`config.mk`:
```
export PLATFORM = sky130hd
export DESIGN_NAME = opm_reg_top
export DESIGN_NICKNAME = d
export VERILOG_FILES = /design/src/common/opm_pkg.sv /design/src/logic/opm_reg_top.sv /design/src/logic/busy_status.sv /design/src/hireg/chan_sr.sv /design/src/hireg/hireg_latch.sv /design/src/loreg/loreg_file.sv /design/src/logic/bus_sync.sv
export SDC_FILE = /design/constraint.sdc
export NUM_CORES = 1
export LEC_CHECK = 0
export BUFFER_PORTS_ARGS = -buffer_cell sky130_fd_sc_hd__clkbuf_2
export CAP_MARGIN = 0
export CORE_MARGIN = 4
export CORE_UTILIZATION = 44
export CTS_CLUSTER_DIAMETER = 60
export DETAILED_ROUTE_END_ITERATION = 12
export MAX_ROUTING_LAYER = met4
export PLACE_DENSITY = 0.72
export REMOVE_ABC_BUFFERS = 1
export SLEW_MARGIN = 5
export SYNTH_ARGS = -nofsm -noshare
export SYNTH_HDL_FRONTEND = slang
export SYNTH_SLANG_ARGS = --single-unit
```
`constraint.sdc`:
```
create_clock -name i_EMUCLK -period 2.2 [get_ports i_EMUCLK]
set_input_delay 0.33 -clock i_EMUCLK [delete_from_list [all_inputs] [get_ports i_EMUCLK]]
set_output_delay 0.33 -clock i_EMUCLK [all_outputs]
set_load 0.03 [all_outputs]
```
`src/common/opm_pkg.sv`:
```
package opm_pkg;

////////////////////////////////////////////////////////////
// low register map
////////////////////////////////////////////////////////////

localparam logic [7:0] ADDR_NOISE      = 8'h0F; // ne, nfrq
localparam logic [7:0] ADDR_CLKA1      = 8'h10; // timer a bits 9:2
localparam logic [7:0] ADDR_CLKA2      = 8'h11; // timer a bits 1:0
localparam logic [7:0] ADDR_CLKB       = 8'h12;
localparam logic [7:0] ADDR_TIMER_CTRL = 8'h14; // run, irq enable, flag reset
localparam logic [7:0] ADDR_LFRQ       = 8'h18;
localparam logic [7:0] ADDR_PMD_AMD    = 8'h19; // bit 7 picks pmd or amd
localparam logic [7:0] ADDR_WAVE       = 8'h1B;

////////////////////////////////////////////////////////////
// high register groups, upper 5 address bits
////////////////////////////////////////////////////////////

localparam logic [4:0] GRP_RL_FL_ALG = 5'b00100; // 0x20 to 0x27
localparam logic [4:0] GRP_KC        = 5'b00101; // 0x28 to 0x2f
localparam logic [4:0] GRP_KF        = 5'b00110; // 0x30 to 0x37
localparam logic [4:0] GRP_PMS_AMS   = 5'b00111; // 0x38 to 0x3f

// bit positions in the group write enable
localparam int WE_RL_FL_ALG = 0;
localparam int WE_KC        = 1;
localparam int WE_KF        = 2;
localparam int WE_PMS_AMS   = 3;
localparam int NUM_GRP      = 4;

localparam int NUM_CH      = 8;
localparam int SLOT_W      = $clog2(NUM_CH);
localparam int BUSY_CYCLES = 32;
localparam int BUSY_CNT_W  = $clog2(BUSY_CYCLES);

////////////////////////////////////////////////////////////
// bundles
////////////////////////////////////////////////////////////

typedef struct packed {
    logic       addr_ld;    // address byte strobe
    logic       data_ld;    // data byte strobe
    logic [7:0] data;
} bus_wr_t;

typedef struct packed {
    logic [9:0] clka;
    logic [7:0] clkb;
    logic       run_a;
    logic       run_b;
    logic       irq_en_a;
    logic       irq_en_b;
} timer_cfg_t;

typedef struct packed {
    logic [7:0] lfrq;
    logic [6:0] pmd;
    logic [6:0] amd;
    logic [1:0] w;          // lfo waveform
} lfo_cfg_t;

typedef struct packed {
    logic       ne;
    logic [4:0] nfrq;
} noise_cfg_t;

typedef struct packed {
    logic [1:0] rl;
    logic [2:0] fl;
    logic [2:0] alg;
    logic [6:0] kc;
    logic [5:0] kf;
    logic [2:0] pms;
    logic [1:0] ams;
} ch_params_t;

// byte layouts of the four channel groups
typedef struct packed {
    logic [1:0] rl;
    logic [2:0] fl;
    logic [2:0] alg;
} rfa_view_t;

typedef struct packed {
    logic       spare;
    logic [6:0] kc;
} kc_view_t;

typedef struct packed {
    logic [5:0] kf;
    logic [1:0] spare;
} kf_view_t;

typedef struct packed {
    logic       spare_h;
    logic [2:0] pms;
    logic [1:0] spare_m;
    logic [1:0] ams;
} pa_view_t;

typedef union packed {
    logic [7:0] raw;
    rfa_view_t  rfa;
    kc_view_t   kc;
    kf_view_t   kf;
    pa_view_t   pa;
} ch_data_u;

endpackage
```
`src/logic/opm_reg_top.sv`:
```
`timescale 1ns/1ps

module opm_reg_top import opm_pkg::*; (
    input  logic              i_EMUCLK,
    input  logic              mrst_n,
    input  logic              i_cs_n,
    input  logic              i_rd_n,
    input  logic              i_wr_n,
    input  logic              i_a0,
    input  logic [7:0]        i_d,
    input  logic              i_timera_flag,
    input  logic              i_timerb_flag,
    output logic [7:0]        o_d,
    output logic              o_d_oe,
    output timer_cfg_t        o_timer,
    output lfo_cfg_t          o_lfo,
    output noise_cfg_t        o_noise,
    output logic              o_timera_frst,
    output logic              o_timerb_frst,
    output logic              o_lfrq_update,
    output logic [SLOT_W-1:0] o_ch_slot,
    output ch_params_t        o_ch_params
);

bus_wr_t            bus_wr;     // synchronized write strobes
logic [NUM_GRP-1:0] grp_we;
ch_data_u           ch_data;
logic [SLOT_W-1:0]  slot;

bus_sync u_bus_sync (
    .i_EMUCLK (i_EMUCLK),
    .mrst_n   (mrst_n),
    .i_cs_n   (i_cs_n),
    .i_wr_n   (i_wr_n),
    .i_a0     (i_a0),
    .i_d      (i_d),
    .o_bus_wr (bus_wr)
);

loreg_file u_loreg_file (
    .i_EMUCLK      (i_EMUCLK),
    .mrst_n        (mrst_n),
    .i_bus_wr      (bus_wr),
    .o_timer       (o_timer),
    .o_lfo         (o_lfo),
    .o_noise       (o_noise),
    .o_timera_frst (o_timera_frst),
    .o_timerb_frst (o_timerb_frst),
    .o_lfrq_update (o_lfrq_update)
);

hireg_latch u_hireg_latch (
    .i_EMUCLK  (i_EMUCLK),
    .mrst_n    (mrst_n),
    .i_bus_wr  (bus_wr),
    .o_grp_we  (grp_we),
    .o_ch_data (ch_data),
    .o_slot    (slot)
);

chan_sr u_chan_sr (
    .i_EMUCLK    (i_EMUCLK),
    .mrst_n      (mrst_n),
    .i_grp_we    (grp_we),
    .i_ch_data   (ch_data),
    .i_slot      (slot),
    .o_ch_params (o_ch_params),
    .o_ch_slot   (o_ch_slot)
);

busy_status u_busy_status (
    .i_EMUCLK      (i_EMUCLK),
    .mrst_n        (mrst_n),
    .i_bus_wr      (bus_wr),
    .i_cs_n        (i_cs_n),
    .i_rd_n        (i_rd_n),
    .i_a0          (i_a0),
    .i_timera_flag (i_timera_flag),
    .i_timerb_flag (i_timerb_flag),
    .o_d           (o_d),
    .o_d_oe        (o_d_oe)
);

endmodule

```
`src/logic/busy_status.sv`:
```
`timescale 1ns/1ps

module busy_status import opm_pkg::*; (
    input  logic       i_EMUCLK,
    input  logic       mrst_n,
    input  bus_wr_t    i_bus_wr,
    input  logic       i_cs_n,
    input  logic       i_rd_n,
    input  logic       i_a0,
    input  logic       i_timera_flag,
    input  logic       i_timerb_flag,
    output logic [7:0] o_d,
    output logic       o_d_oe
);

logic                  busy;
logic [BUSY_CNT_W-1:0] busy_cnt;
logic                  busy_ovfl;

assign busy_ovfl = busy & (busy_cnt == BUSY_CNT_W'(BUSY_CYCLES - 1));

// write busy timer, restarts on every data byte
always_ff @(posedge i_EMUCLK or negedge mrst_n) begin
    if (!mrst_n) begin
        busy     <= 1'b0;
        busy_cnt <= '0;
    end else if (i_bus_wr.data_ld) begin
        busy     <= 1'b1;
        busy_cnt <= '0;
    end else if (busy) begin
        busy     <= ~busy_ovfl;
        busy_cnt <= busy_cnt + 1'b1;    // wraps back to 0 on overflow
    end
end

////////////////////////////////////////////////////////////
// status read port
////////////////////////////////////////////////////////////

assign o_d    = {busy, 5'b00000, i_timerb_flag, i_timera_flag};
assign o_d_oe = mrst_n & ~i_cs_n & ~i_rd_n & i_a0;  // status only on a0 high

endmodule

```
`src/hireg/chan_sr.sv`:
```
`timescale 1ns/1ps

module chan_sr import opm_pkg::*; (
    input  logic               i_EMUCLK,
    input  logic               mrst_n,
    input  logic [NUM_GRP-1:0] i_grp_we,
    input  ch_data_u           i_ch_data,
    input  logic [SLOT_W-1:0]  i_slot,
    output ch_params_t         o_ch_params,
    output logic [SLOT_W-1:0]  o_ch_slot
);

ch_params_t [NUM_CH-1:0] ring;      // stage NUM_CH-1 is the output
ch_params_t              ring_in;
logic [SLOT_W-1:0]       slot_d;

////////////////////////////////////////////////////////////
// load multiplexer
////////////////////////////////////////////////////////////

always_comb begin
    ring_in = ring[NUM_CH-1];   // recirculate by default
    if (i_grp_we[WE_RL_FL_ALG]) begin
        ring_in.rl  = i_ch_data.rfa.rl;
        ring_in.fl  = i_ch_data.rfa.fl;
        ring_in.alg = i_ch_data.rfa.alg;
    end
    if (i_grp_we[WE_KC]) begin
        ring_in.kc = i_ch_data.kc.kc;
    end
    if (i_grp_we[WE_KF]) begin
        ring_in.kf = i_ch_data.kf.kf;
    end
    if (i_grp_we[WE_PMS_AMS]) begin
        ring_in.pms = i_ch_data.pa.pms;
        ring_in.ams = i_ch_data.pa.ams;
    end
end

////////////////////////////////////////////////////////////
// ring and slot tag
////////////////////////////////////////////////////////////

// ring output lags the counter by NUM_CH+1, one cycle modulo 8
always_ff @(posedge i_EMUCLK or negedge mrst_n) begin
    if (!mrst_n) begin
        ring   <= '0;
        slot_d <= SLOT_W'(NUM_CH - 1);  // counter value before reset release
    end else begin
        ring   <= {ring[NUM_CH-2:0], ring_in};
        slot_d <= i_slot;
    end
end

assign o_ch_params = ring[NUM_CH-1];
assign o_ch_slot   = slot_d;

endmodule

```
`src/hireg/hireg_latch.sv`:
```
`timescale 1ns/1ps

module hireg_latch import opm_pkg::*; (
    input  logic                i_EMUCLK,
    input  logic                mrst_n,
    input  bus_wr_t             i_bus_wr,
    output logic [NUM_GRP-1:0]  o_grp_we,
    output ch_data_u            o_ch_data,
    output logic [SLOT_W-1:0]   o_slot
);

logic [7:0] hi_addr;
logic       hi_addr_vld;
logic       hi_data_vld;
logic       hi_addr_ld;
logic       hi_data_ld;
logic       chan_hit;

// 0x20 to 0x3f share the top three bits
assign hi_addr_ld = i_bus_wr.addr_ld & (i_bus_wr.data[7:5] == GRP_RL_FL_ALG[4:2]);
assign hi_data_ld = i_bus_wr.data_ld & hi_addr_vld;

////////////////////////////////////////////////////////////
// held address and data
////////////////////////////////////////////////////////////

always_ff @(posedge i_EMUCLK or negedge mrst_n) begin
    if (!mrst_n) begin
        hi_addr     <= 8'hFF;
        hi_addr_vld <= 1'b0;
        hi_data_vld <= 1'b0;
    end else begin
        if (hi_addr_ld) begin
            hi_addr <= i_bus_wr.data;
        end
        if (i_bus_wr.addr_ld) begin
            hi_addr_vld <= hi_addr_ld;  // low address drops it
            hi_data_vld <= 1'b0;
        end else if (hi_data_ld) begin
            hi_data_vld <= 1'b1;
        end
    end
end

always_ff @(posedge i_EMUCLK) begin
    if (hi_data_ld) begin
        o_ch_data.raw <= i_bus_wr.data;
    end
end

////////////////////////////////////////////////////////////
// slot counter and group enables
////////////////////////////////////////////////////////////

// rewrites every 8 cycles while data is valid, same value each time
assign chan_hit = hi_data_vld & (o_slot == hi_addr[2:0]);

always_ff @(posedge i_EMUCLK or negedge mrst_n) begin
    if (!mrst_n) begin
        o_slot   <= '0;
        o_grp_we <= '0;
    end else begin
        o_slot                 <= o_slot + 1'b1;    // free running
        o_grp_we[WE_RL_FL_ALG] <= chan_hit & (hi_addr[7:3] == GRP_RL_FL_ALG);
        o_grp_we[WE_KC]        <= chan_hit & (hi_addr[7:3] == GRP_KC);
        o_grp_we[WE_KF]        <= chan_hit & (hi_addr[7:3] == GRP_KF);
        o_grp_we[WE_PMS_AMS]   <= chan_hit & (hi_addr[7:3] == GRP_PMS_AMS);
    end
end

endmodule

```
`src/loreg/loreg_file.sv`:
```
`timescale 1ns/1ps

module loreg_file import opm_pkg::*; (
    input  logic       i_EMUCLK,
    input  logic       mrst_n,
    input  bus_wr_t    i_bus_wr,
    output timer_cfg_t o_timer,
    output lfo_cfg_t   o_lfo,
    output noise_cfg_t o_noise,
    output logic       o_timera_frst,
    output logic       o_timerb_frst,
    output logic       o_lfrq_update
);

logic [7:0] lo_addr;
logic       lo_addr_vld;
logic [7:0] wdata;
logic       data_wr;

assign wdata   = i_bus_wr.data;
assign data_wr = i_bus_wr.data_ld & lo_addr_vld;

// last address byte, any value
always_ff @(posedge i_EMUCLK) begin
    if (i_bus_wr.addr_ld) begin
        lo_addr <= wdata;
    end
end

always_ff @(posedge i_EMUCLK or negedge mrst_n) begin
    if (!mrst_n) begin
        lo_addr_vld <= 1'b0;
    end else if (i_bus_wr.addr_ld) begin
        lo_addr_vld <= 1'b1;
    end
end

////////////////////////////////////////////////////////////
// flag reset and lfo update strobes
////////////////////////////////////////////////////////////

assign o_timera_frst = data_wr & (lo_addr == ADDR_TIMER_CTRL) & wdata[4];
assign o_timerb_frst = data_wr & (lo_addr == ADDR_TIMER_CTRL) & wdata[5];
assign o_lfrq_update = data_wr & (lo_addr == ADDR_LFRQ);

////////////////////////////////////////////////////////////
// static registers
////////////////////////////////////////////////////////////

always_ff @(posedge i_EMUCLK or negedge mrst_n) begin
    if (!mrst_n) begin
        o_timer <= '0;
        o_lfo   <= '0;
        o_noise <= '0;
    end else if (data_wr) begin
        case (lo_addr)
            ADDR_NOISE: begin
                o_noise.ne   <= wdata[7];
                o_noise.nfrq <= wdata[4:0];
            end
            ADDR_CLKA1: o_timer.clka[9:2] <= wdata;
            ADDR_CLKA2: o_timer.clka[1:0] <= wdata[1:0];
            ADDR_CLKB:  o_timer.clkb      <= wdata;
            ADDR_TIMER_CTRL: begin
                o_timer.run_a    <= wdata[0];
                o_timer.run_b    <= wdata[1];
                o_timer.irq_en_a <= wdata[2];
                o_timer.irq_en_b <= wdata[3];
            end
            ADDR_LFRQ: o_lfo.lfrq <= wdata;
            ADDR_PMD_AMD: begin
                if (wdata[7]) begin
                    o_lfo.pmd <= wdata[6:0];
                end else begin
                    o_lfo.amd <= wdata[6:0];
                end
            end
            ADDR_WAVE: o_lfo.w <= wdata[1:0];  // upper bits not kept
            default: ;
        endcase
    end
end

endmodule

```
`src/logic/bus_sync.sv`:
```
`timescale 1ns/1ps

module bus_sync import opm_pkg::*; (
    input  logic       i_EMUCLK,
    input  logic       mrst_n,
    input  logic       i_cs_n,
    input  logic       i_wr_n,
    input  logic       i_a0,
    input  logic [7:0] i_d,
    output bus_wr_t    o_bus_wr
);

////////////////////////////////////////////////////////////
// pin synchronizers
////////////////////////////////////////////////////////////

logic [1:0]      cs_n_sync;
logic [1:0]      wr_n_sync;
logic [1:0]      a0_sync;
logic [1:0][7:0] d_sync;

always_ff @(posedge i_EMUCLK or negedge mrst_n) begin
    if (!mrst_n) begin
        cs_n_sync <= 2'b11;
        wr_n_sync <= 2'b11;
    end else begin
        cs_n_sync <= {cs_n_sync[0], i_cs_n};
        wr_n_sync <= {wr_n_sync[0], i_wr_n};
    end
end

always_ff @(posedge i_EMUCLK) begin
    a0_sync <= {a0_sync[0], i_a0};
    d_sync  <= {d_sync[0], i_d};
end

////////////////////////////////////////////////////////////
// request flags and strobe chain
////////////////////////////////////////////////////////////

logic       wr_act;
logic       wr_act_d;
logic       wr_start;
logic [1:0] rq_set;     // bit 0 address, bit 1 data
logic [1:0] rq_flag;
logic [1:0] rq_s0;
logic [1:0] rq_s1;
logic [1:0] rq_s2;      // strobe stage
logic [7:0] d_temp;     // follows the bus while the write is low
logic [7:0] d_hold;

assign wr_act   = ~cs_n_sync[1] & ~wr_n_sync[1];
assign wr_start = wr_act & ~wr_act_d;   // one request per write cycle
assign rq_set   = {wr_start & a0_sync[1], wr_start & ~a0_sync[1]};

always_ff @(posedge i_EMUCLK or negedge mrst_n) begin
    if (!mrst_n) begin
        wr_act_d <= 1'b0;
        rq_flag  <= 2'b00;
        rq_s0    <= 2'b00;
        rq_s1    <= 2'b00;
        rq_s2    <= 2'b00;
    end else begin
        wr_act_d <= wr_act;
        rq_flag  <= rq_set | (rq_flag & ~rq_s1);  // held until stage 1 has it
        rq_s0    <= rq_flag & ~rq_s0 & ~rq_s1;    // single cycle into the chain
        rq_s1    <= rq_s0;
        rq_s2    <= rq_s1;
    end
end

always_ff @(posedge i_EMUCLK) begin
    if (wr_act) begin
        d_temp <= d_sync[1];
    end
    // freeze the byte so a quick second write cannot clobber it
    if (|rq_s1) begin
        d_hold <= d_temp;
    end
end

assign o_bus_wr = '{addr_ld: rq_s2[0], data_ld: rq_s2[1], data: d_hold};

endmodule

```
* Word-level counts from Yosys, hierarchy flattened
Index checks and enable logic that the tools add are counted.
** Cells by class
- Add/subtract/negate cells :: 2
- Equal/unequal tests :: 15
- Multiplexer cells :: 10
- Bitwise logic cells :: 34
- Reductions and logical operators :: 12
** Operators with widths (number)
- $eq 8x5->1 const B :: 7
- $and 1x1->1 :: 20
- $eq 5x3->1 const B :: 4
- $mux 5 :: 3
- $reduce_and 2->1 :: 7
- $eq 8x4->1 const B :: 1
- $mux 8 :: 1
- $not 1->1 :: 8
- $mux 7 :: 1
- $and 2x2->2 :: 3
- $mux 6 :: 1
- $reduce_and 3->1 :: 2
- $add 5x1->5 const B :: 1
- $eq 5x5->1 const B :: 1
- $mux 1 :: 4
- $not 2->2 :: 2
- $reduce_bool 2->1 :: 2
- $add 3x1->3 const B :: 1
- $eq 3x1->1 const B :: 1
- $eq 3x3->1 :: 1
- $or 2x2->2 :: 1
- $reduce_or 2->1 :: 1
** Storage, ports and cells
- Bits in registers :: 350
- Input bits :: 16
- Output and inout bits :: 93
- Word-level logic and storage cells :: 165

* Depth between registers and ports, before layout
Gate-level depths: netlist (run 1).
- Word-level depth :: 5
- Gate-level depth with buffers :: 5
- Mapped depth without buffers :: 5

* Cells and area by module
From an unflattened synthesis (run 1), not the netlist that was laid out.
** Unflattened totals
- Cell total of the unflattened synthesis :: 549
- Area total of the unflattened synthesis :: 10811.6 µm²
** Modules (own cells, without submodules)
- chan_sr :: instances 1, cells an instance 266, area an instance 5884.4 µm²
- loreg_file :: instances 1, cells an instance 137, area an instance 2374.8 µm²
- bus_sync :: instances 1, cells an instance 56, area an instance 1232.4 µm²
- hireg_latch :: instances 1, cells an instance 55, area an instance 932.1 µm²
- busy_status :: instances 1, cells an instance 35, area an instance 387.9 µm²

* Worst setup path before layout (run 1)
No wires, ideal clock.
- Path type :: flip-flop to output port
- Start :: register u_loreg_file.lo_addr[5]
- End :: output o_timera_frst
- Data arrival time :: 1.510 ns
- Slack :: 0.360 ns
- Cell stages (with the launch flop) :: 4
- Buffers on the path :: 0
- Cells stage by stage :: edfxtp_1 -> nor3_4 -> nand4_1 -> nor2_1
** On the way
- Word-level cells in the longest chain between the ends :: 3
** Ends and longest elaborated chain
- start, declared :: line loreg_file.sv:15 : logic [7:0] lo_addr;
- start signal, assigned :: line loreg_file.sv:26 : lo_addr <= wdata;
- $eq 8x5->1 :: line loreg_file.sv:42 : assign o_timera_frst = data_wr & (lo_addr == ADDR_TIMER_CTRL) & wdata[4];
- $and 1x1->1 (2 in a row) :: line loreg_file.sv:42
- end, declared :: line opm_reg_top.sv:18 : output logic o_timera_frst,
Every way passes these cells.

* Final worst setup path (run 1)
- Start :: register u_loreg_file.lo_addr[0]
- End :: output o_timera_frst
Same word-level chain as after synthesis.

==> key figures, run 1 <==
Outcome
  – Status: finished, final reports clean

Pwr
  – Proportion of power drawn by combinational gates: 8.0%
  – Reg power frac: 53.6%
  – Cell area power density: 1135 nW/um^2
  – Tot Pwr: 14.26 mW
  – Leakage: around 6.4 nW
  – Clk network pwr share: 38.4%
  – Internal power contribution: 10.76 mW
  – Peak supply drop: 720.5 uV
  – Sw Pwr: 3.502 mW
  – Fraction of power spent switching nets: between 20% and 30%

Placed design
  – GPL Wtd Cong: between 0.8 and 0.9
  – Dpl hpwl: 12210 um
  – Total instance count after detailed placement: 943
  – # port buffers: 99

Timing
  – Final worst-path cycle share: 96.58%
  – Top achievable clock speed: 0.4706 GHz
  – Pins over their slew limit: 0
  – WHS: 10.51 ps
  – Slew of the pin with the lowest slew margin: around 950 ps
  – Count of endpoints failing hold in the final timing report: 0
  – Min Tclk post-route: 2125 ps
  – Clock tree skew after final layout: ~17 ps
  – Total setup violations reported at the end of the flow: 0
  – Worst slew margin: 36.42%

Die
  – Floorplan Core Area: between 20000 and 25000 um^2
  – Die Outline Area: 26690 um^2
  – Top Ports: 109
  – Starting density of the core: 44.99%
  – Number of cell rows: 56
  – X dimension of the die: 163.4 um
  – Die H: 163.4 um

Detailed routing
  – Final routed wirelength across all metal layers: about 19000 um
  – Routed length per placed instance: 18.46 um
  – Via Count: 4749
  – Number of optimization iterations in the first detailed-route pass: 4
  – Number of DRC violations after detailed routing: 0
  – Final ANT Viol Nets: 0
  – Number of DRC markers after the initial detailed-route iteration: 288
  – Routed vias/inst: 4.656

Global route
  – GRT Residual Overflow: 0
  – Initial antenna violation count: 0
  – Met3 global-route usage: under 10%
  – Vias in the first global route: just over 5000
  – Layer with the highest usage after global routing: met2
  – Largest net degree at the start of global routing: ~190
  – Global-route track usage on met1: 20.13%
  – Total GRT Usage: 15.00%
  – Wire length of the first global-routing pass: approximately 29000 um
  – GRT met2 Usage: 23.53%

Worst setup path
  – Type of element capturing the critical path: output pin
  – Worst path top cell family by delay: simple AND/OR/NAND/NOR gates
  – Cell with the most instances on the worst path: buf_4
  – Startpoint of the most critical register-to-register path: u_loreg_file.lo_addr[1]$_DFFE_PP_
  – Critical Path Max Stage Delay: between 400 and 500 ps
  – Startpoint of the most critical setup path: u_loreg_file.lo_addr[0]$_DFFE_PP_
  – Critical-path maximum fanout: 6
  – Crit path arrival time: 1790 ps
  – Category of the most critical setup path: flop to output pin
  – Worst Path Buf+Inv: 2
  – Cell type of the slowest stage on the worst timing path: edfxtp_1
  – Critical Path Start Type: flop
  – Required time reported for the critical path endpoint: 1870 ps
  – Worst-path cell chain: nor3b_2, nand4_1, buf_4, nor2_2, buf_4

Clocking
  – Cts bufs inserted: 34
  – Clock tree root buffer cell: clkbuf_16
  – Max Root-Sink Buffers: 3
  – Clock Sink Count: between 300 and 400
  – Worst skew pair latency: 510 ps
  – Reg clk slew, reported paths: 60 ps
  – Number of H-tree levels: 2
  – TritonCTS clock tree: built

Synth
  – Most frequent cells after synthesis: dfrtp_1, mux2_2, buf_4, edfxtp_1, dfxtp_1
  – Portion of synthesized cell area occupied by the leading cell type: 67.14%
  – Most common flop cell mapped by yosys: dfrtp_1
  – Synth async-reset ratio: 85.71%
  – Cell Area, Synth: 10620 um^2
  – Number of flops mapped to enable cells by yosys: 32
  – Most common cell in the synthesized netlist: dfrtp_1
  – Part of the Yosys area used for sequential elements: roughly 83%
  – Cell type with the highest aggregate area in the netlist: dfrtp_1
  – Number of register bits inferred by synthesis: between 300 and 400
  – Leading post-synthesis cells by cell area: dfrtp_1, edfxtp_1, mux2_2
  – Post-Synthesis Cells: 555
  – Average footprint of a synthesized cell: between 15 and 20 um^2
  – Unique cell type count in the Yosys netlist: 40
  – Synth warnings: 0

Final layout
  – Share of layout cells above drive strength 1: approximately two fifths
  – Final net count: 693
  – Final cell count without fillers: 1020
  – Share of the core filled with cells in the final layout: 53.21%
  – Number of fillers in the final layout: 1854
  – Layout Area Growth over Synthesis: 18.27%

Job
  – Max_cap viols: 0

Hold path
  – HP Class: input pin to asynchronous set/reset pin
-- layout make-up --
cell class | count | area, um^2 | share of cell area (%)
Sequential cell | 350 | 8848 | 70.43
Multi-Input combinational cell | 157 | 1474 | 11.73
Clock buffer | 52 | 1010 | 8.037
Timing Repair Buffer | 122 | 725.7 | 5.776
Tap cell | 319 | 399.1 | 3.177
Clock inverter | 10 | 70.07 | 0.5577
Inverter | 9 | 33.78 | 0.2689
Antenna cell | 1 | 2.502 | 0.01992
-- worst paths after layout --
path | to | slack [ps] | depth (start not counted)
worst max-delay path | o_timera_frst | 80 | 5
worst min-delay path | u_loreg_file.o_timer[4]$_DFFE_PN0P_ | 10 | 2
worst max register to register | u_loreg_file.o_lfo[4]$_DFFE_PN0P_ | 310 | 4
worst min register to register | u_bus_sync.d_sync[12]$_DFF_P_ | 330 | 0
max in group asynchronous | u_loreg_file.o_lfo[17]$_DFFE_PN0P_ | 1450 | 2
min in group i_EMUCLK | u_bus_sync.d_sync[12]$_DFF_P_ | 330 | 0
-- flip-flops by register name, indices dropped and copies added (netlist names), 3 cells and up --
register,count
u_chan_sr.o_ch_slot,3
u_loreg_file.lo_addr,8
u_bus_sync.d_temp,8
u_bus_sync.d_sync,16
u_loreg_file.o_timer,22
u_hireg_latch.o_slot,3
u_bus_sync.d_hold,8
u_hireg_latch.o_grp_we,4
u_hireg_latch.hi_addr,8
u_chan_sr.ring,182
u_hireg_latch.o_ch_data,8
u_chan_sr.o_ch_params,26
u_loreg_file.o_noise,6
u_loreg_file.o_lfo,24
u_busy_status.busy_cnt,5
-- power by group through the flow --
stage               registers [mW]  clock network, mW  logic, mW
floorplan                     7.76                  0      0.463
global route                  7.71               5.89       1.26
global placement              7.71                  0       1.07
detailed placement            7.76                  0       1.12
finish                        7.64               5.48       1.15
CTS                           7.64               5.63       1.16
-- routing by layer --
layer	up-vias	wire, um
met5	-	0
met4	0	375
met3	28	892
met2	134	9111
met1	2521	8453
li1	2066	-
-- cells in the final DEF, fill, tap and decap left out, types with 3 or more instances in the layout --
cell	netlist	routed
buf_4	34	13
clkbuf_1	4	10
clkbuf_16	0	35
clkbuf_2	0	95
clkbuf_8	0	7
clkinv_2	0	6
conb_1	1	5
dfrtp_1	285	284
dfstp_2	15	15
dfxtp_1	18	18
dlygate4sd3_1	0	11
edfxtp_1	32	32
ha_1	3	3
inv_1	9	9
mux2_2	81	81
nand2_1	3	3
nand4_1	5	5
nand4_2	3	3
nor2_1	9	7
nor2b_1	7	7
nor3_1	5	5
o21ai_0	3	3
or2_2	3	3
xnor2_1	4	4
xor2_1	3	3
-- repair_timing --
item	in CTS	in global routing
hold buffers	11	0
pin swaps	0	2
gates resized for setup	4	6
buffers inserted	1	2
setup endpoints to repair	3	3
hold endpoints to repair	11	0
-- logic make-up after synthesis --
group	count (synthesis)	synth area share, %
AO/OA/AOI/OAI	7	0.4358
XOR/XNOR	7	0.5772
adder cells (fa/ha/maj)	3	0.3534
buffers and inverters	52	3.074
flip-flops	350	83.29
multiplexers	83	8.775
other	1	0.03530
AND/OR/NAND/NOR	52	3.463
-- stage by stage --
step                      area (um^2)  setup TNS [ps]  worst slack [ps]
final                           12560               0             75.15
after global routing            12560          -3.882            -3.882
after CTS                       12540               0             1.409
after detailed placement        11330               0             340.8
after global placement          11330               0             446.6
after floorplan                 10340               0             359.6
Note: power is estimated with default switching activity, not from simulation.
==> inputs of run 2 (changes only) <==
--- a/config.mk
+++ b/config.mk
@@ -17,4 +17,5 @@
 export SLEW_MARGIN = 5
 export SYNTH_ARGS = -nofsm -noshare
 export SYNTH_HDL_FRONTEND = slang
+export SYNTH_HIERARCHICAL = 1
 export SYNTH_SLANG_ARGS = --single-unit
==> run 2 against run 1 <==
Sequential power is essentially flat. Critical endpoint is now o_timerb_frst. Wire length is 4.5% higher. Worst setup slack worse by 86 ps. Power rose by 4.1%. First-iteration DRC count fell by 3.1%. The flow now finishes with violations (negative setup slack). Maximum frequency shrank 3.9%. Combinational power up 16%. Non-clock buffer count up 7. Clock power rose by 7.3%. Die area rose by 1.7%. Critical path depth stayed put. Sequential cell count unchanged.
==> key figures, run 2 <==
Outcome
  – Status: finished, violations left
  – Violated checks: negative setup slack

Worst setup path
  – Category of the most critical setup path: flop to output pin
  – Required time reported for the critical path endpoint: 1870 ps (about the same)
  – Critical Path Max Stage Delay: 430 ps (-30 ps)
  – Number of cells on the worst reg-to-reg path: 5 (+1)
  – Crit path arrival time: 1880 ps (+90 ps)
  – Critical Path Start Type: flop
  – Critical-path maximum fanout: 3 (-3)
  – Startpoint of the most critical setup path: u_loreg_file/lo_addr[7]$_DFFE_PP_
  – Cell type of the slowest stage on the worst timing path: edfxtp_1
  – Startpoint of the most critical register-to-register path: u_loreg_file/lo_addr[7]$_DFFE_PP_
  – Worst-path cell chain: nor4_2, nand4_1, buf_6, nor2_4, buf_8
  – Type of element capturing the critical path: output pin

Synth
  – Portion of synthesized cell area occupied by the leading cell type: 65.96% (-1.2 points)
  – Most common flop cell mapped by yosys: dfrtp_1
  – Unique cell type count in the Yosys netlist: 49 (+23%)
  – Part of the Yosys area used for sequential elements: 81.83% (-1.5 points)
  – Leading post-synthesis cells by cell area: dfrtp_1, edfxtp_1, mux2_2
  – XOR/XNOR Fraction of Synth Area: 0.4050% (-0.17 points)
  – Most common cell in the synthesized netlist: dfrtp_1
  – Number of register bits inferred by synthesis: 350 (unchanged)
  – Share of the synthesized area in compound gates (AO/OA/AOI/OAI): 0.6481% (+0.21 points)
  – Number of flops mapped to enable cells by yosys: 32 (unchanged)
  – Share of cell area taken by muxes after synthesis: 9.733% (+0.96 points)
  – Post-Synthesis Cells: 549 (-1.1%)
  – Cell type with the highest aggregate area in the netlist: dfrtp_1
  – Average footprint of a synthesized cell: 19.69 um^2 (+2.9%)
  – Adder-cell share of the synthesized area: 0.3472% (-0.0062 points)
  – Cell Area, Synth: 10810 um^2 (+1.8%)
  – Most frequent cells after synthesis: dfrtp_1, mux2_2, buf_4, edfxtp_1, mux2_4
  – Largest family of logic cells by synthesized area: multiplexers
  – Simple-Gate Fraction of Synth Area: 3.703% (+0.24 points)
  – Synth warnings: 6 (+6)
  – Synth async-reset ratio: 85.71% (unchanged)

Placed design
  – GPL Wtd Cong: 0.7950 (-2.1%)
  – Dpl hpwl: 12150 um (-0.50%)
  – Total instance count after detailed placement: 945 (+0.21%)
  – # port buffers: 99 (unchanged)

Detailed routing
  – Number of optimization iterations in the first detailed-route pass: 4 (unchanged)
  – Number of DRC markers after the initial detailed-route iteration: 279 (-3.1%)
  – Via Count: 4748 (-0.021%)
  – Final ANT Viol Nets: 0 (unchanged)
  – Routed length per placed instance: 19.28 um (+4.4%)
  – Routed vias/inst: 4.650 (-0.12%)
  – Number of DRC violations after detailed routing: 0 (unchanged)
  – Final routed wirelength across all metal layers: 19690 um (+4.5%)

Clocking
  – Cts bufs inserted: 30 (-12%)
  – TritonCTS clock tree: built
  – Clock tree root buffer cell: clkbuf_16
  – Reg clk slew, reported paths: 70 ps (about the same)
  – Max Root-Sink Buffers: 3 (unchanged)
  – Number of H-tree levels: 1 (-1)
  – Worst skew pair latency: 560 ps (+50 ps)
  – Clock Sink Count: 350 (unchanged)

Global route
  – Layer with the highest usage after global routing: met2
  – Wire length of the first global-routing pass: 30520 um (+4.5%)
  – GRT Residual Overflow: 0 (unchanged)
  – Initial antenna violation count: 0 (unchanged)
  – Total GRT Usage: 15.27% (+0.26 points)
  – GRT met2 Usage: 24.66% (+1.1 points)
  – Vias in the first global route: 5265 (+3.1%)
  – Global-route track usage on met1: 20.85% (+0.73 points)
  – Largest net degree at the start of global routing: 202 (+8.6%)
  – Met3 global-route usage: 2.346% (-0.86 points)

Final layout
  – Largest register FFs: 182 (unchanged)
  – Most flops, register: u_chan_sr/ring
  – Area of the multi-input gates: 1644 um^2 (+12%)
  – Final net count: 692 (-0.14%)
  – Most frequent standard cell in the layout excluding fill and tap cells: dfrtp_1
  – Commonest cells after routing, fill and taps aside: dfrtp_1, clkbuf_2, mux2_2
  – Layout Area Growth over Synthesis: 19.16%
  – Number of fillers in the final layout: 1893 (+2.1%)
  – Final cell count without fillers: 1021 (+0.098%)
  – Share of layout cells above drive strength 1: 42.18% (+3.0 points)
  – Share of the core filled with cells in the final layout: 53.13% (-0.074 points)
  – Ant. Diodes: 0 (-1)
  – Sequential cell area: 8847 um^2 (about the same)

Timing
  – Pins over their slew limit: 0 (unchanged)
  – Clock tree skew after final layout: 20.10 ps (+3.059 ps)
  – Final setup TNS: -11.23 ps (-11.23 ps)
  – Total setup violations reported at the end of the flow: 1 (+1)
  – Top achievable clock speed: 0.4522 GHz (-3.9%)
  – Min Tclk post-route: 2211 ps (+86.38 ps)
  – WHS: 165.2 ps (+154.7 ps)
  – Worst slew margin: 33.95% (-2.5 points)
  – Slew of the pin with the lowest slew margin: 990.7 ps (+36.99 ps)
  – Setup repair after global routing missed its margin: true
  – Setup slack after layout: -11.23 ps (-86.38 ps)
  – Final worst-path cycle share: 100.5% (+3.9 points)
  – Count of endpoints failing hold in the final timing report: 0 (unchanged)

Die
  – Die H: 164.8 um (+0.84%)
  – Floorplan Core Area: 24250 um^2 (+2.7%)
  – Die Outline Area: 27140 um^2 (+1.7%)
  – X dimension of the die: 164.8 um (+0.84%)
  – Top Ports: 109 (unchanged)
  – Starting density of the core: 44.59% (-0.40 points)
  – Number of cell rows: 57 (+1.8%)

Pwr
  – Peak supply drop: 617.0 uV (-14%)
  – Cell area power density: 1153 nW/um^2 (+1.6%)
  – Leakage: 6.522 nW (+1.6%)
  – Tot Pwr: 14.85 mW (+4.1%)

Job
  – Max_cap viols: 0 (unchanged)

Hold path
  – HP Class: input pin to asynchronous set/reset pin
run 2: cell count changes in the layout (fill, tap and decap cells not counted), moves of 3 or more:
cell,before,now
clkbuf_8,7,3
mux2_4,0,26
nor2b_1,7,2
clkbuf_16,35,32
buf_4,13,16
mux2_2,81,57
clkbuf_1,10,0
clkinv_4,0,3
nand4_1,5,1
bufinv_16,0,6
nor3_1,5,2
run 2: power by group:
part / switching, mW / leakage [nW] / internal (mW)
combinational: 0.789 / 1.41 / 0.539
sequential: 0.517 / 4.56 / 7.12
clock: 2.38 / 0.559 / 3.50
total: 3.69 / 6.52 / 11.2
run 2: logic make-up after synthesis:
family                     after synthesis
other                                    1
DFF                                    350
xor gates and xnor gates                 5
AOI/OAI and AO/OA                        8
adders and majority gates                3
buffers and inverters                   49
and+or+nand+nor                         48
muxes                                   85
run 2: cell type report:
cell class                      count  area share (%)
Inverter                            8          0.2331
Multi-Input combinational cell    154           12.76
Sequential cell                   350           68.67
Clock buffer                       35           6.536
Tap cell                          324           3.147
Timing Repair Buffer              129           6.235
Clock inverter                     21           2.418
run 2: path summary, 6_finish.rpt:
kind / to / slack [ps]
setup / recovery: o_timerb_frst / -10
hold / removal: u_chan_sr/o_ch_params[5]$_DFF_PN0_ / 170
setup reg to reg: u_loreg_file/o_lfo[2]$_DFFE_PN0P_ / 210
hold reg to reg: u_bus_sync/d_sync[11]$_DFF_P_ / 330
max in group asynchronous: u_chan_sr/ring[26]$_DFF_PN0_ / 810
min in group i_EMUCLK: u_bus_sync/d_sync[11]$_DFF_P_ / 330
run 2: stage by stage:
stage,setup WS [ps],area [um^2]
global route,-67.97,12880
finish,-11.23,12880
detailed placement,300.8,11500
floorplan,370.0,10500
global placement,410.1,11500
CTS,16.82,12860
run 2: timing repair:
| item | 4_1_cts | 5_1_grt |
|---|---|---|
| endpoints found under the hold margin | 53 | 0 |
| setup buffers | 8 | 0 |
| resized for setup | 8 | 8 |
| hold buffers | 12 | 0 |
| pin swaps | 4 | 3 |
| setup endpoints to repair | 3 | 3 |
| cloned | 0 | 0 |
run 2: per-layer routing:
layer	up-vias	wire length, um	share of wire (%)
met2	121	9892	50
met1	2527	8627	44
met5	-	0	0
met3	31	819	4.2
li1	2069	-	-
met4	0	347	1.8
run 2: critical path, delay by kind of cell, from the launching register on:
family | cells | cell delay [ps]
simple gates | 3 | 600
flops | 1 | 430
buf+inv | 2 | 300
==> inputs of run 3 (changes only) <==
--- a/config.mk
+++ b/config.mk
@@ -7,12 +7,14 @@
 export LEC_CHECK = 0
 export BUFFER_PORTS_ARGS = -buffer_cell sky130_fd_sc_hd__clkbuf_2
 export CAP_MARGIN = 0
+export CELL_PAD_IN_SITES_DETAIL_PLACEMENT = 1
+export CELL_PAD_IN_SITES_GLOBAL_PLACEMENT = 1
 export CORE_MARGIN = 4
 export CORE_UTILIZATION = 44
 export CTS_CLUSTER_DIAMETER = 60
 export DETAILED_ROUTE_END_ITERATION = 12
 export MAX_ROUTING_LAYER = met4
-export PLACE_DENSITY = 0.72
+export PLACE_DENSITY = 0.8
 export REMOVE_ABC_BUFFERS = 1
 export SLEW_MARGIN = 5
 export SYNTH_ARGS = -nofsm -noshare
==> run 3 against run 2 <==
The run now ends clean. Clock skew is 3.9 ps lower. Largest cell class unchanged. Wire length is 12% higher. First-iteration DRC count increased by 0.72%. Combinational power hardly changed. Sequential power is essentially flat. Via count up 1.9%.
==> key figures, run 3 (same netlist as run 2, synthesis figures left out) <==
Timing
  – Setup slack after layout: 52.90 ps (+64.13 ps)
  – Setup repair after global routing missed its margin: true
  – Worst slew margin: 54.75% (+21 points)
  – Slew of the pin with the lowest slew margin: 676.2 ps (-314.5 ps)
  – Final worst-path cycle share: 97.60% (-2.9 points)
  – Pins over their slew limit: 0 (unchanged)
  – Clock tree skew after final layout: 16.16 ps (-3.944 ps)
  – Final setup TNS: 0 ps (+11.23 ps)
  – Top achievable clock speed: 0.4657 GHz (+3.0%)
  – Count of endpoints failing hold in the final timing report: 0 (unchanged)
  – Min Tclk post-route: 2147 ps (-64.13 ps)
  – Total setup violations reported at the end of the flow: 0 (-1)

Die
  – Floorplan Core Area: 24250 um^2 (unchanged)
  – X dimension of the die: 164.8 um (unchanged)
  – Die Outline Area: 27140 um^2 (unchanged)
  – Starting density of the core: 44.59% (unchanged)
  – Number of cell rows: 57 (unchanged)
  – Top Ports: 109 (unchanged)
  – Die H: 164.8 um (unchanged)

Global route
  – GRT Residual Overflow: 0 (unchanged)
  – Wire length of the first global-routing pass: 33780 um (+11%)
  – Vias in the first global route: 5636 (+7.0%)
  – Largest net degree at the start of global routing: 82 (-59%)
  – Total GRT Usage: 17.28% (+2.0 points)
  – Initial antenna violation count: 1 (+1)

Final layout
  – Share of layout cells above drive strength 1: 41.84% (-0.34 points)
  – Final net count: 700 (+1.2%)
  – Commonest cells after routing, fill and taps aside: dfrtp_1, clkbuf_2, mux2_2
  – Final cell count without fillers: 1029 (+0.78%)
  – Largest register FFs: 182 (unchanged)
  – Ant. Diodes: 0 (unchanged)
  – Layout Area Growth over Synthesis: 18.86%
  – Most frequent standard cell in the layout excluding fill and tap cells: dfrtp_1
  – Most flops, register: u_chan_sr/ring

Clocking
  – Reg clk slew, reported paths: 60 ps (about the same)
  – Max Root-Sink Buffers: 3 (unchanged)
  – Clock tree root buffer cell: clkbuf_16
  – Worst skew pair latency: 500 ps (-60 ps)
  – Cts bufs inserted: 34 (+13%)
  – Clock Sink Count: 350 (unchanged)
  – TritonCTS clock tree: built
  – Number of H-tree levels: 2 (+1)

Placed design
  – # port buffers: 99 (unchanged)
  – Total instance count after detailed placement: 947 (+0.21%)
  – Post-Place Worst Slack: 257.4 ps (-43.36 ps)
  – Dpl hpwl: 13460 um (+11%)
  – GPL Wtd Cong: 0.7364 (-7.4%)

Worst setup path
  – Critical-path maximum fanout: 3 (unchanged)
  – Critical Path Start Type: flop
  – Crit path arrival time: 1820 ps (-60 ps)
  – Worst path top cell family by delay: simple AND/OR/NAND/NOR gates
  – Worst Path Buf+Inv: 3 (+1)
  – Cell type of the slowest stage on the worst timing path: edfxtp_1
  – Critical Path Max Stage Delay: 430 ps (about the same)
  – Type of element capturing the critical path: output pin
  – Category of the most critical setup path: flop to output pin
  – Required time reported for the critical path endpoint: 1870 ps (about the same)
  – Worst-path cell chain: buf_4, nor4b_4, nand3_2, inv_1, buf_6

Outcome
  – Status: finished, final reports clean

Detailed routing
  – Number of DRC markers after the initial detailed-route iteration: 281 (+0.72%)
  – Number of DRC violations after detailed routing: 0 (unchanged)
  – Number of optimization iterations in the first detailed-route pass: 4 (unchanged)
  – Final routed wirelength across all metal layers: 21990 um (+12%)
  – Final ANT Viol Nets: 0 (unchanged)
  – Routed length per placed instance: 21.37 um (+11%)
  – Via Count: 4837 (+1.9%)
  – Routed vias/inst: 4.701 (+1.1%)

Job
  – Max_cap viols: 0 (unchanged)

Pwr
  – Peak supply drop: 542.8 uV (-12%)
  – Leakage: 6.542 nW (+0.31%)
  – Cell area power density: 1142 nW/um^2 (-0.93%)

Hold path
  – HP Class: flop to flop
## run 3: metal layers
layer,track usage [%],share of wire (%)
met5,-,0
met3,3.319,3.9
met4,5.217,2.2
met2,29.44,53
met1,21.13,41
## run 3: final cells by class
class / instances / area [um^2]
inverters: 8 / 30.03
multi-input cells: 154 / 1635
clock inverters: 14 / 105.1
repair buffers: 133 / 839.6
fillers: 2233 / 11400
well taps: 324 / 405.4
clock buffers: 46 / 988.4
flip-flops and latches: 350 / 8847
## run 3: what timing repair did
item / in CTS / in global routing
endpoints found under the setup margin: 3 / 3
hold endpoints to repair: 85 / 0
setup buffers: 6 / 4
gates resized for setup: 3 / 8
hold buffers: 12 / 0
pin swaps: 5 / 5
## run 3: final timing paths
check | cells after the start | slack [ps] | from | endpoint
min | 0 | 330 | u_bus_sync/d_sync[1]$_DFF_P_ | u_bus_sync/d_sync[9]$_DFF_P_
min reg2reg | 0 | 330 | u_bus_sync/d_sync[1]$_DFF_P_ | u_bus_sync/d_sync[9]$_DFF_P_
max in group asynchronous | 4 | 840 | mrst_n | u_bus_sync/wr_n_sync[1]$_DFF_PN1_
max reg2reg | 5 | 130 | u_loreg_file/lo_addr[6]$_DFFE_PP_ | u_loreg_file/o_lfo[7]$_DFFE_PN0P_
max | 5 | 50 | u_loreg_file/lo_addr[6]$_DFFE_PP_ | o_lfrq_update
min in group asynchronous | 3 | 470 | mrst_n | u_chan_sr/ring[32]$_DFF_PN0_
## run 3: worst register-to-register path, delay by kind of cell, from the launching register on
kind	cells	cell delay (ps)
AND/OR/NAND/NOR	2	770
flip-flops	1	430
multiplexers	1	390
buffers and inverters	2	370
## run 3: stage by stage
step	utilization, %	area (um^2)	hold slack (ps)	total power, mW
finish	53.00	12850	326.2	14.68
global route	53.00	12850	332.6	15.30
CTS	52.81	12810	327.9	14.84
detailed placement	47.59	11540	313.5	9.067
global placement	47.59	11540	314.9	8.926
floorplan	-	10500	34.41	8.333
## run 3: report_power, final
group	internal, mW	total, mW	switching (mW)
registers	7.13	7.67	0.538
logic	0.554	1.35	0.798
clock network	3.29	5.66	2.37
total	11.0	14.7	3.70
